==> src/logic/dcache_pkg.sv <==
// Data cache package: address split, widths, storage entry types and controller states
package dcache_pkg;

    // ----------------------------------------
    // Geometry
    // ----------------------------------------
    localparam int ADDR_WIDTH     = 32;
    localparam int WORD_WIDTH     = 32;
    localparam int BYTES_PER_WORD = WORD_WIDTH / 8;
    localparam int LINE_WORDS     = 4;
    localparam int NUM_SETS       = 16;

    // Address fields, low to high
    localparam int BYTE_OFFSET = 2;
    localparam int WORD_OFFSET = 2;
    localparam int INDEX_WIDTH = 4;
    localparam int TAG_WIDTH   = ADDR_WIDTH - INDEX_WIDTH - WORD_OFFSET - BYTE_OFFSET;

    // ----------------------------------------
    // Types
    // ----------------------------------------
    typedef logic [WORD_WIDTH-1:0]     word_t;
    typedef logic [BYTES_PER_WORD-1:0] be_t;
    typedef logic [ADDR_WIDTH-1:0]     addr_t;
    typedef logic [INDEX_WIDTH-1:0]    index_t;
    typedef logic [TAG_WIDTH-1:0]      tag_t;
    typedef logic [WORD_OFFSET-1:0]    beat_t;

    // Word 0 sits in the low bits
    typedef logic [LINE_WORDS-1:0][WORD_WIDTH-1:0] line_t;

    typedef struct packed {
        logic dirty;
        tag_t tag;
    } tag_entry_t;

    typedef enum logic [3:0] {
        IDLE, LOOKUP, WRITE, RESPOND, EVICT, REFILL, FILL_WRITE,
        FLUSH_READ, FLUSH_CHECK, FLUSH_DONE
    } ctrl_state_t;

endpackage

==> src/logic/cache_ctrl.sv <==
// Cache controller: request FSM, line buffer, eviction, refill and flush sequencing
`timescale 1ns/10ps

module cache_ctrl import dcache_pkg::*; (
    input  logic   clk_i,
    input  logic   rst_i,
    // Core request and response
    input  logic   req_valid_i,
    output logic   req_ready_o,
    input  logic   req_we_i,
    input  addr_t  req_addr_i,
    input  word_t  req_wdata_i,
    input  be_t    req_be_i,
    output logic   resp_valid_o,
    input  logic   resp_ready_i,
    output word_t  resp_rdata_o,
    // Memory side
    output logic   mem_req_valid_o,
    input  logic   mem_req_ready_i,
    output logic   mem_req_we_o,
    output addr_t  mem_req_addr_o,
    output word_t  mem_req_wdata_o,
    input  logic   mem_rsp_valid_i,
    input  word_t  mem_rsp_rdata_i,
    // Flush handshake
    input  logic   flush_i,
    output logic   flush_ack_o,
    // Transfer counters
    output logic   clear_o,
    output logic   issue_o,
    output logic   receive_o,
    output logic   set_step_o,
    input  beat_t  issue_beat_i,
    input  beat_t  recv_beat_i,
    input  logic   issue_last_i,
    input  logic   recv_last_i,
    input  index_t set_i,
    input  logic   set_last_i,
    // Line store
    output logic   access_o,
    output logic   write_o,
    output logic   invalidate_o,
    output index_t index_o,
    output tag_t   tag_o,
    output logic   dirty_o,
    output line_t  line_o,
    input  logic   hit_i,
    input  logic   victim_valid_i,
    input  logic   victim_dirty_i,
    input  tag_t   victim_tag_i,
    input  line_t  line_i
);

    localparam int INDEX_LSB = BYTE_OFFSET + WORD_OFFSET;

    ctrl_state_t state_q, state_d;
    logic        flushing_q;
    logic        reads_issued_q;
    logic        flush_step;
    logic        req_we_q;
    addr_t       req_addr_q;
    word_t       req_wdata_q;
    be_t         req_be_q;
    tag_t        victim_tag_q;
    line_t       line_buf;
    beat_t       req_word;
    index_t      req_index;
    tag_t        req_tag;
    index_t      mem_index;
    tag_t        mem_tag;

    assign req_word  = req_addr_q[BYTE_OFFSET +: WORD_OFFSET];
    assign req_index = req_addr_q[INDEX_LSB +: INDEX_WIDTH];
    assign req_tag   = req_addr_q[ADDR_WIDTH-1 -: TAG_WIDTH];

    // Store bytes land in the buffered line on the way into the array
    function automatic line_t merge_store(input line_t line_in);
        line_t merged;
        merged = line_in;
        for (int b = 0; b < BYTES_PER_WORD; b++) begin
            if (req_be_q[b]) begin
                merged[req_word][8*b +: 8] = req_wdata_q[8*b +: 8];
            end
        end
        return merged;
    endfunction

    // ----------------------------------------
    // Line store addressing
    // ----------------------------------------
    always_comb begin
        if (state_q == IDLE) begin
            index_o = req_addr_i[INDEX_LSB +: INDEX_WIDTH];
            tag_o   = req_addr_i[ADDR_WIDTH-1 -: TAG_WIDTH];
        end else begin
            index_o = flushing_q ? set_i : req_index;
            tag_o   = req_tag;
        end
    end

    always_comb begin
        line_o = req_we_q ? merge_store(line_buf) : line_buf;
    end

    // ----------------------------------------
    // Memory port
    // ----------------------------------------
    // Evictions go to the victim's address, refills to the request's
    assign mem_index       = flushing_q ? set_i : req_index;
    assign mem_tag         = (state_q == EVICT) ? victim_tag_q : req_tag;
    assign mem_req_addr_o  = {mem_tag, mem_index, issue_beat_i, {BYTE_OFFSET{1'b0}}};
    assign mem_req_wdata_o = line_buf[issue_beat_i];
    assign resp_rdata_o    = line_buf[req_word];
    assign req_ready_o     = (state_q == IDLE) && !flush_i;

    // ----------------------------------------
    // Next state and strobes
    // ----------------------------------------
    always_comb begin
        state_d         = state_q;
        flush_step      = 1'b0;
        resp_valid_o    = 1'b0;
        mem_req_valid_o = 1'b0;
        mem_req_we_o    = 1'b0;
        flush_ack_o     = 1'b0;
        clear_o         = 1'b0;
        issue_o         = 1'b0;
        receive_o       = 1'b0;
        access_o        = 1'b0;
        write_o         = 1'b0;
        dirty_o         = 1'b0;
        case (state_q)
            IDLE: begin
                if (flush_i) begin
                    clear_o = 1'b1;
                    state_d = FLUSH_READ;
                end else if (req_valid_i) begin
                    access_o = 1'b1;
                    state_d  = LOOKUP;
                end
            end
            LOOKUP: begin
                if (hit_i) begin
                    state_d = WRITE;
                end else begin
                    clear_o = 1'b1;
                    state_d = (victim_valid_i && victim_dirty_i) ? EVICT : REFILL;
                end
            end
            WRITE: begin
                // Only stores touch the array on a hit
                write_o = req_we_q;
                dirty_o = 1'b1;
                state_d = RESPOND;
            end
            RESPOND: begin
                resp_valid_o = 1'b1;
                if (resp_ready_i) begin
                    state_d = IDLE;
                end
            end
            EVICT: begin
                mem_req_valid_o = 1'b1;
                mem_req_we_o    = 1'b1;
                issue_o         = mem_req_ready_i;
                if (mem_req_ready_i && issue_last_i) begin
                    if (flushing_q) begin
                        flush_step = 1'b1;
                    end else begin
                        state_d = REFILL;
                    end
                end
            end
            REFILL: begin
                mem_req_valid_o = !reads_issued_q;
                issue_o         = !reads_issued_q && mem_req_ready_i;
                receive_o       = mem_rsp_valid_i;
                if (mem_rsp_valid_i && recv_last_i) begin
                    state_d = FILL_WRITE;
                end
            end
            FILL_WRITE: begin
                write_o = 1'b1;
                dirty_o = req_we_q;
                state_d = RESPOND;
            end
            FLUSH_READ: begin
                access_o = 1'b1;
                state_d  = FLUSH_CHECK;
            end
            FLUSH_CHECK: begin
                if (victim_valid_i && victim_dirty_i) begin
                    state_d = EVICT;
                end else begin
                    flush_step = 1'b1;
                end
            end
            FLUSH_DONE: begin
                flush_ack_o = 1'b1;
                state_d     = IDLE;
            end
            default: state_d = IDLE;
        endcase
        // Drop the current set and move on
        if (flush_step) begin
            state_d = set_last_i ? FLUSH_DONE : FLUSH_READ;
        end
    end

    assign invalidate_o = flush_step;
    assign set_step_o   = flush_step;

    always_ff @(posedge clk_i) begin
        if (rst_i) begin
            state_q        <= IDLE;
            flushing_q     <= 1'b0;
            reads_issued_q <= 1'b0;
        end else begin
            state_q <= state_d;
            if (state_q == IDLE && flush_i) begin
                flushing_q <= 1'b1;
            end else if (state_q == FLUSH_DONE) begin
                flushing_q <= 1'b0;
            end
            if (state_q != REFILL) begin
                reads_issued_q <= 1'b0;
            end else if (issue_o && issue_last_i) begin
                reads_issued_q <= 1'b1;
            end
        end
    end

    // Request and line buffer
    always_ff @(posedge clk_i) begin
        if (state_q == IDLE && req_valid_i && req_ready_o) begin
            req_we_q    <= req_we_i;
            req_addr_q  <= req_addr_i;
            req_wdata_q <= req_wdata_i;
            req_be_q    <= req_be_i;
        end
        if (state_q == LOOKUP || state_q == FLUSH_CHECK) begin
            line_buf     <= line_i;
            victim_tag_q <= victim_tag_i;
        end
        if (state_q == REFILL && mem_rsp_valid_i) begin
            line_buf[recv_beat_i] <= mem_rsp_rdata_i;
        end
    end

endmodule

==> src/logic/cache_ram.sv <==
// Single-port storage array with synchronous read, generic over its entry type
`timescale 1ns/10ps

module cache_ram import dcache_pkg::*; #(
    parameter type entry_t = logic,
    parameter int  DEPTH   = NUM_SETS
) (
    input  logic   clk_i,
    input  logic   en_i,
    input  logic   we_i,
    input  index_t addr_i,
    input  entry_t wdata_i,
    output entry_t rdata_o
);

    entry_t mem [DEPTH];

    // Read data holds across writes and idle cycles
    always_ff @(posedge clk_i) begin
        if (en_i) begin
            if (we_i) begin
                mem[addr_i] <= wdata_i;
            end else begin
                rdata_o <= mem[addr_i];
            end
        end
    end

endmodule

==> src/logic/dcache_top.sv <==
// Data cache top level: controller, transfer counters and line store
`timescale 1ns/10ps

module dcache_top import dcache_pkg::*; (
    input  logic  clk_i,
    input  logic  rst_i,
    input  logic  req_valid_i,
    output logic  req_ready_o,
    input  logic  req_we_i,
    input  addr_t req_addr_i,
    input  word_t req_wdata_i,
    input  be_t   req_be_i,
    output logic  resp_valid_o,
    input  logic  resp_ready_i,
    output word_t resp_rdata_o,
    output logic  mem_req_valid_o,
    input  logic  mem_req_ready_i,
    output logic  mem_req_we_o,
    output addr_t mem_req_addr_o,
    output word_t mem_req_wdata_o,
    input  logic  mem_rsp_valid_i,
    input  word_t mem_rsp_rdata_i,
    input  logic  flush_i,
    output logic  flush_ack_o
);

    // Counter handshake
    logic   clear, issue, receive, set_step;
    beat_t  issue_beat, recv_beat;
    logic   issue_last, recv_last, set_last;
    index_t set_idx;

    // Line store handshake
    logic   access, write, invalidate, dirty;
    index_t index;
    tag_t   tag, victim_tag;
    line_t  wr_line, rd_line;
    logic   hit, victim_valid, victim_dirty;

    cache_ctrl i_cache_ctrl (
        .clk_i, .rst_i,
        .req_valid_i, .req_ready_o, .req_we_i, .req_addr_i, .req_wdata_i, .req_be_i,
        .resp_valid_o, .resp_ready_i, .resp_rdata_o,
        .mem_req_valid_o, .mem_req_ready_i, .mem_req_we_o, .mem_req_addr_o,
        .mem_req_wdata_o, .mem_rsp_valid_i, .mem_rsp_rdata_i,
        .flush_i, .flush_ack_o,
        .clear_o ( clear ), .issue_o ( issue ), .receive_o ( receive ),
        .set_step_o ( set_step ), .issue_beat_i ( issue_beat ), .recv_beat_i ( recv_beat ),
        .issue_last_i ( issue_last ), .recv_last_i ( recv_last ),
        .set_i ( set_idx ), .set_last_i ( set_last ),
        .access_o ( access ), .write_o ( write ), .invalidate_o ( invalidate ),
        .index_o ( index ), .tag_o ( tag ), .dirty_o ( dirty ), .line_o ( wr_line ),
        .hit_i ( hit ), .victim_valid_i ( victim_valid ), .victim_dirty_i ( victim_dirty ),
        .victim_tag_i ( victim_tag ), .line_i ( rd_line )
    );

    xfer_counter i_xfer_counter (
        .clk_i, .rst_i,
        .clear_i ( clear ), .issue_i ( issue ), .receive_i ( receive ),
        .set_step_i ( set_step ), .issue_beat_o ( issue_beat ), .recv_beat_o ( recv_beat ),
        .issue_last_o ( issue_last ), .recv_last_o ( recv_last ),
        .set_o ( set_idx ), .set_last_o ( set_last )
    );

    line_store i_line_store (
        .clk_i, .rst_i,
        .access_i ( access ), .write_i ( write ), .invalidate_i ( invalidate ),
        .index_i ( index ), .tag_i ( tag ), .dirty_i ( dirty ), .line_i ( wr_line ),
        .hit_o ( hit ), .victim_valid_o ( victim_valid ), .victim_dirty_o ( victim_dirty ),
        .victim_tag_o ( victim_tag ), .line_o ( rd_line )
    );

endmodule

==> src/logic/line_store.sv <==
// Line store: tag and data arrays, per-set valid bits, hit and victim outputs
`timescale 1ns/10ps

module line_store import dcache_pkg::*; (
    input  logic   clk_i,
    input  logic   rst_i,
    input  logic   access_i,
    input  logic   write_i,
    input  logic   invalidate_i,
    input  index_t index_i,
    input  tag_t   tag_i,
    input  logic   dirty_i,
    input  line_t  line_i,
    output logic   hit_o,
    output logic   victim_valid_o,
    output logic   victim_dirty_o,
    output tag_t   victim_tag_o,
    output line_t  line_o
);

    logic [NUM_SETS-1:0] valid_q;
    logic                valid_rd_q;
    tag_t                tag_cmp_q;
    tag_entry_t          tag_wr;
    tag_entry_t          tag_rd;
    logic                ram_en;

    assign ram_en = access_i | write_i;
    assign tag_wr = '{dirty: dirty_i, tag: tag_i};

    cache_ram #(
        .entry_t ( tag_entry_t ),
        .DEPTH   ( NUM_SETS    )
    ) tag_ram (
        .clk_i   ( clk_i       ),
        .en_i    ( ram_en      ),
        .we_i    ( write_i     ),
        .addr_i  ( index_i     ),
        .wdata_i ( tag_wr      ),
        .rdata_o ( tag_rd      )
    );

    cache_ram #(
        .entry_t ( line_t      ),
        .DEPTH   ( NUM_SETS    )
    ) data_ram (
        .clk_i   ( clk_i       ),
        .en_i    ( ram_en      ),
        .we_i    ( write_i     ),
        .addr_i  ( index_i     ),
        .wdata_i ( line_i      ),
        .rdata_o ( line_o      )
    );

    // Valid bits live in flops so reset can clear them
    always_ff @(posedge clk_i) begin
        if (rst_i) begin
            valid_q    <= '0;
            valid_rd_q <= 1'b0;
        end else begin
            if (invalidate_i) begin
                valid_q[index_i] <= 1'b0;
            end else if (write_i) begin
                valid_q[index_i] <= 1'b1;
            end
            if (access_i) begin
                valid_rd_q <= valid_q[index_i];
            end
        end
    end

    // Compare tag lines up with the array read
    always_ff @(posedge clk_i) begin
        if (access_i) begin
            tag_cmp_q <= tag_i;
        end
    end

    assign hit_o          = valid_rd_q && (tag_rd.tag == tag_cmp_q);
    assign victim_valid_o = valid_rd_q;
    assign victim_dirty_o = tag_rd.dirty;
    assign victim_tag_o   = tag_rd.tag;

endmodule

==> src/logic/xfer_counter.sv <==
// Transfer counters: memory beats issued and received, and the flush set walk
`timescale 1ns/10ps

module xfer_counter import dcache_pkg::*; (
    input  logic   clk_i,
    input  logic   rst_i,
    input  logic   clear_i,
    input  logic   issue_i,
    input  logic   receive_i,
    input  logic   set_step_i,
    output beat_t  issue_beat_o,
    output beat_t  recv_beat_o,
    output logic   issue_last_o,
    output logic   recv_last_o,
    output index_t set_o,
    output logic   set_last_o
);

    // Beat counters wrap back to zero after the last word of a line
    always_ff @(posedge clk_i) begin
        if (rst_i || clear_i) begin
            issue_beat_o <= '0;
            recv_beat_o  <= '0;
            set_o        <= '0;
        end else begin
            if (issue_i) begin
                issue_beat_o <= issue_beat_o + 1'b1;
            end
            if (receive_i) begin
                recv_beat_o <= recv_beat_o + 1'b1;
            end
            if (set_step_i) begin
                set_o <= set_o + 1'b1;
            end
        end
    end

    assign issue_last_o = (issue_beat_o == beat_t'(LINE_WORDS - 1));
    assign recv_last_o  = (recv_beat_o == beat_t'(LINE_WORDS - 1));
    assign set_last_o   = (set_o == index_t'(NUM_SETS - 1));

endmodule

==> config.mk <==
export PLATFORM = sky130hd
export DESIGN_NAME = dcache_top
export DESIGN_NICKNAME = d
export VERILOG_FILES = /design/src/logic/dcache_pkg.sv /design/src/logic/cache_ctrl.sv /design/src/logic/cache_ram.sv /design/src/logic/dcache_top.sv /design/src/logic/line_store.sv /design/src/logic/xfer_counter.sv
export SDC_FILE = /design/constraint.sdc
export NUM_CORES = 2
export LEC_CHECK = 0
export ABC_CLOCK_PERIOD_IN_PS = 9900
export BUFFER_PORTS_ARGS = -buffer_cell sky130_fd_sc_hd__buf_4
export CORE_MARGIN = 2
export CORE_UTILIZATION = 45
export CTS_BUF_LIST = sky130_fd_sc_hd__clkbuf_8
export CTS_CLUSTER_SIZE = 30
export DETAILED_ROUTE_END_ITERATION = 16
export SYNTH_ARGS = -nofsm -noshare
export SYNTH_HDL_FRONTEND = slang
export SYNTH_HIERARCHICAL = 1
export SYNTH_SLANG_ARGS = --single-unit
==> constraint.sdc <==
create_clock -name clk_i -period 9.9 [get_ports clk_i]
set_input_delay 0.495 -clock clk_i [delete_from_list [all_inputs] [get_ports clk_i]]
set_output_delay 0.495 -clock clk_i [all_outputs]
set_load 0.1 [all_outputs]
==> results_dict.tcl <==
set metrics [dict create \
    p_clk_frac 0.237 \
    arrival_ps 6830 \
    synth_edf_count 2716 \
    status "finished clean" \
    rsz0062_at_grt "false" \
    slew_headroom 0.195 \
    io_pins 209 \
    vdd_drop_max_mv 0.405 \
    multiInputGateArea_sq_um 24600 \
    cts_resized 0 \
    fillers 19500 \
    period_minus_slack_ps 6010 \
    synth_top_cell_by_area "edfxtp_1" \
    grt_pass1_vias 56600 \
    p_seq_frac 0.420 \
    grtUsageTotal 0.230 \
    cts_tree "built" \
    gp_congestion 0.764 \
    syn_area_per_cell_sq_um 21.3 \
    die_h_um 500 \
    p_comb_frac 0.343 \
    antenna_found_initial 26 \
    max_cap_violations 0 \
    yosysSeqAreaShare 0.765 \
    cts.sinks 2875 \
    cp-end-kind "register" \
    synth.distinct_cells 67 \
    power_uw 39700 \
    dieWidth_um 500 \
    synthCells 5205 \
    drv_slew 0 \
    synth_area_sq_um 111000 \
    cts_max_level 5 \
    finClkSkew_ps 116 \
    startpoint_type "register" \
    start_util 0.451 \
    num_vias 55800 \
    hold_violations 0 \
    ant_nets 0 \
    synth_flop_cell "edfxtp_1" \
    post-place-ws_ps 3880 \
    holdCritPathClass "input pin to register" \
    drcViolationCount 0 \
    routedWlPerCell_um 30.8 \
    p_leak_uw 0.0415 \
    cp.required_ps 10720 \
    fmax_mhz 166 \
    coreArea_sq_um 245000 \
    power.density_nw_per_um2 316 \
    areaGrowthSynthToFinish_pct 13.5 \
    grt_max_degree 140 \
    vias_per_cell 5.93 \
    drt_pass1_iterations 7 \
    cts_buffers 460 \
    cts_root_buffer "clkbuf_8" \
    final_common_cell "edfxtp_1" \
    io_buffers 204 \
    postLayoutCoreUtil 0.513 \
    ys.warnings.count 6 \
    wl_um 290000 \
    die_area_sq_um 250000 \
    rr_worst_depth 10 \
    p_int_uw 25900 \
    synth_top_area_share 0.737 \
    final.setup.tns_ps 0 \
    overflow 0 \
    seq_area_sq_um 84700 \
    whs_path_depth 2 \
    grt_first_pass_wirelength_um 412000 \
    drt_iter0_markers 5957 \
    worst_pin_slew_ps 1200 \
    row_count 182 \
    dp_hpwl_um 150000 \
    layout_common_cells "2716 x edfxtp_1, 678 x mux4_2, 507 x clkbuf_8" \
    clk_latency_ps 1120 \
    nNetsFinal 5914 \
    finalWorstSetupSlack_ps 3890 \
    setup_violations 0 \
    cts_buffer_depth 4 \
    timing.final.crit_share 0.607 \
    path_class "register to register" \
    critPathMaxFanout 139 \
    postCtsSetupRepairBufs 0 \
    path_clk_slew_ps 60 \
    power.switching_uw 13800 \
    layout-drive-gt1-share 0.292 \
    synth-seq-cells 2875 \
    yosys-top-cells-area "edfxtp_1 74%, mux4_2 14%, dfxtp_1 2.9%, a22oi_1 2.1%, mux2_2 1.6%" \
    swShare 0.348 \
    async_flop_share 0 \
]
area by class of cell:
class                      instances  share of cell area
sequential                      2875               0.674
multi-input combinational       2027               0.196
clock buffer                     507              0.0555
tap                             3220              0.0320
timing repair buffer             434              0.0302
clock inverter                   324              0.0118
antenna                           16            0.000318
inverter                           5            0.000149
state kept, by name, summed over array words and instances, names as in the netlist, 4 cells and up, named ones only:
signal,cells
i_cache_ctrl/line_buf,128
i_cache_ctrl/req_addr_q,30
i_cache_ctrl/req_be_q,4
i_cache_ctrl/req_wdata_q,32
i_cache_ctrl/state_q,4
i_cache_ctrl/victim_tag_q,24
i_line_store/data_ram/mem,2048
i_line_store/data_ram/rdata_o,128
i_line_store/tag_cmp_q,24
i_line_store/tag_ram/mem,400
i_line_store/tag_ram/rdata_o,25
i_xfer_counter/set_o,4
cells in the mapped netlist, drive strengths merged, types with 3 or more instances:
cell type  instances
mux2             158
a21oi            113
nor3              15
nand4b             6
xnor2             13
dfxtp            159
clkbuf           138
or2                4
nand2            272
ha                 3
or3                3
nand2b             8
nand3             11
a22oi            308
xor2              15
a211oi            10
inv                5
edfxtp          2716
nor4               6
mux2i            132
nor2             167
and2               5
a311oi            10
nor2b             14
nand4             10
mux4             679
buf              161
o21ai             37
worst paths after layout:
| kind | startpoint | endpoint | slack, ps |
|---|---|---|---|
| setup reg to reg | i_cache_ctrl/state_q[0]$_SDFFE_PP0P_ | i_line_store/data_ram/rdata_o[124]$_DFFE_PP_ | 3890 |
| hold / removal | req_addr_i[24] | i_cache_ctrl/req_addr_q[24]$_DFFE_PP_ | 100 |
| setup / recovery | i_cache_ctrl/state_q[0]$_SDFFE_PP0P_ | i_line_store/data_ram/rdata_o[124]$_DFFE_PP_ | 3890 |
| hold reg to reg | i_line_store/tag_ram/rdata_o[21]$_DFFE_PP_ | i_cache_ctrl/victim_tag_q[21]$_DFFE_PN_ | 480 |
timing repair:
| item | 4_1_cts | 5_1_grt |
|---|---|---|
| hold buffers | 113 | 0 |
| endpoints found under the setup margin | 0 | 0 |
| hold endpoints to repair | 254 | 0 |
metal layers:
layer | up-vias | track usage | wire [um]
met5 | - | 0 | 0
met4 | 0 | 0.0749 | 8540
met3 | 439 | 0.0418 | 20900
met2 | 2265 | 0.374 | 143000
met1 | 30000 | 0.315 | 118000
li1 | 23000 | - | -
critical path, cell delays in order, from the launching register on:
cell and delay (ps):
dfxtp_1 480, nor4_2 810, buf_4 440, nor2_1 120, nor2_4 460, buf_12 710, buf_4 780, buf_4 820
mux4_2 420, a22oi_1 250, nand2_1 110
cell families (layout without fill, tap and decap cells):
group,after synthesis,in the layout,synth area share
adder cells (fa/ha/maj),3,3,0.000339
AND/OR/NAND/NOR,534,534,0.0208
buffers and inverters,304,1270,0.0148
flip-flops,2875,2875,0.765
other,1,18,0.0000339
AO/OA/AOI/OAI,491,491,0.0304
multiplexers,969,969,0.166
XOR/XNOR,28,28,0.00221
power groups by stage:
stage | clock network [uW] | registers, uW | logic (uW)
after floorplan | 0 | 16700 | 10000
after global placement | 0 | 16900 | 13400
after detailed placement | 0 | 16900 | 13600
after CTS | 9590 | 16700 | 13700
after global routing | 10100 | 16800 | 14500
final | 9400 | 16700 | 13600
metrics by stage:
step | cells | hold WS [ps] | cell area, sq um
after floorplan | 5206 | 447 | 111000
after global placement | 8448 | 466 | 116000
after detailed placement | 8448 | 470 | 116000
after CTS | 9392 | 1.04 | 126000
after global routing | 9396 | 42.6 | 126000
final | 9408 | 102 | 126000
Note: power is estimated with default switching activity, not from simulation.
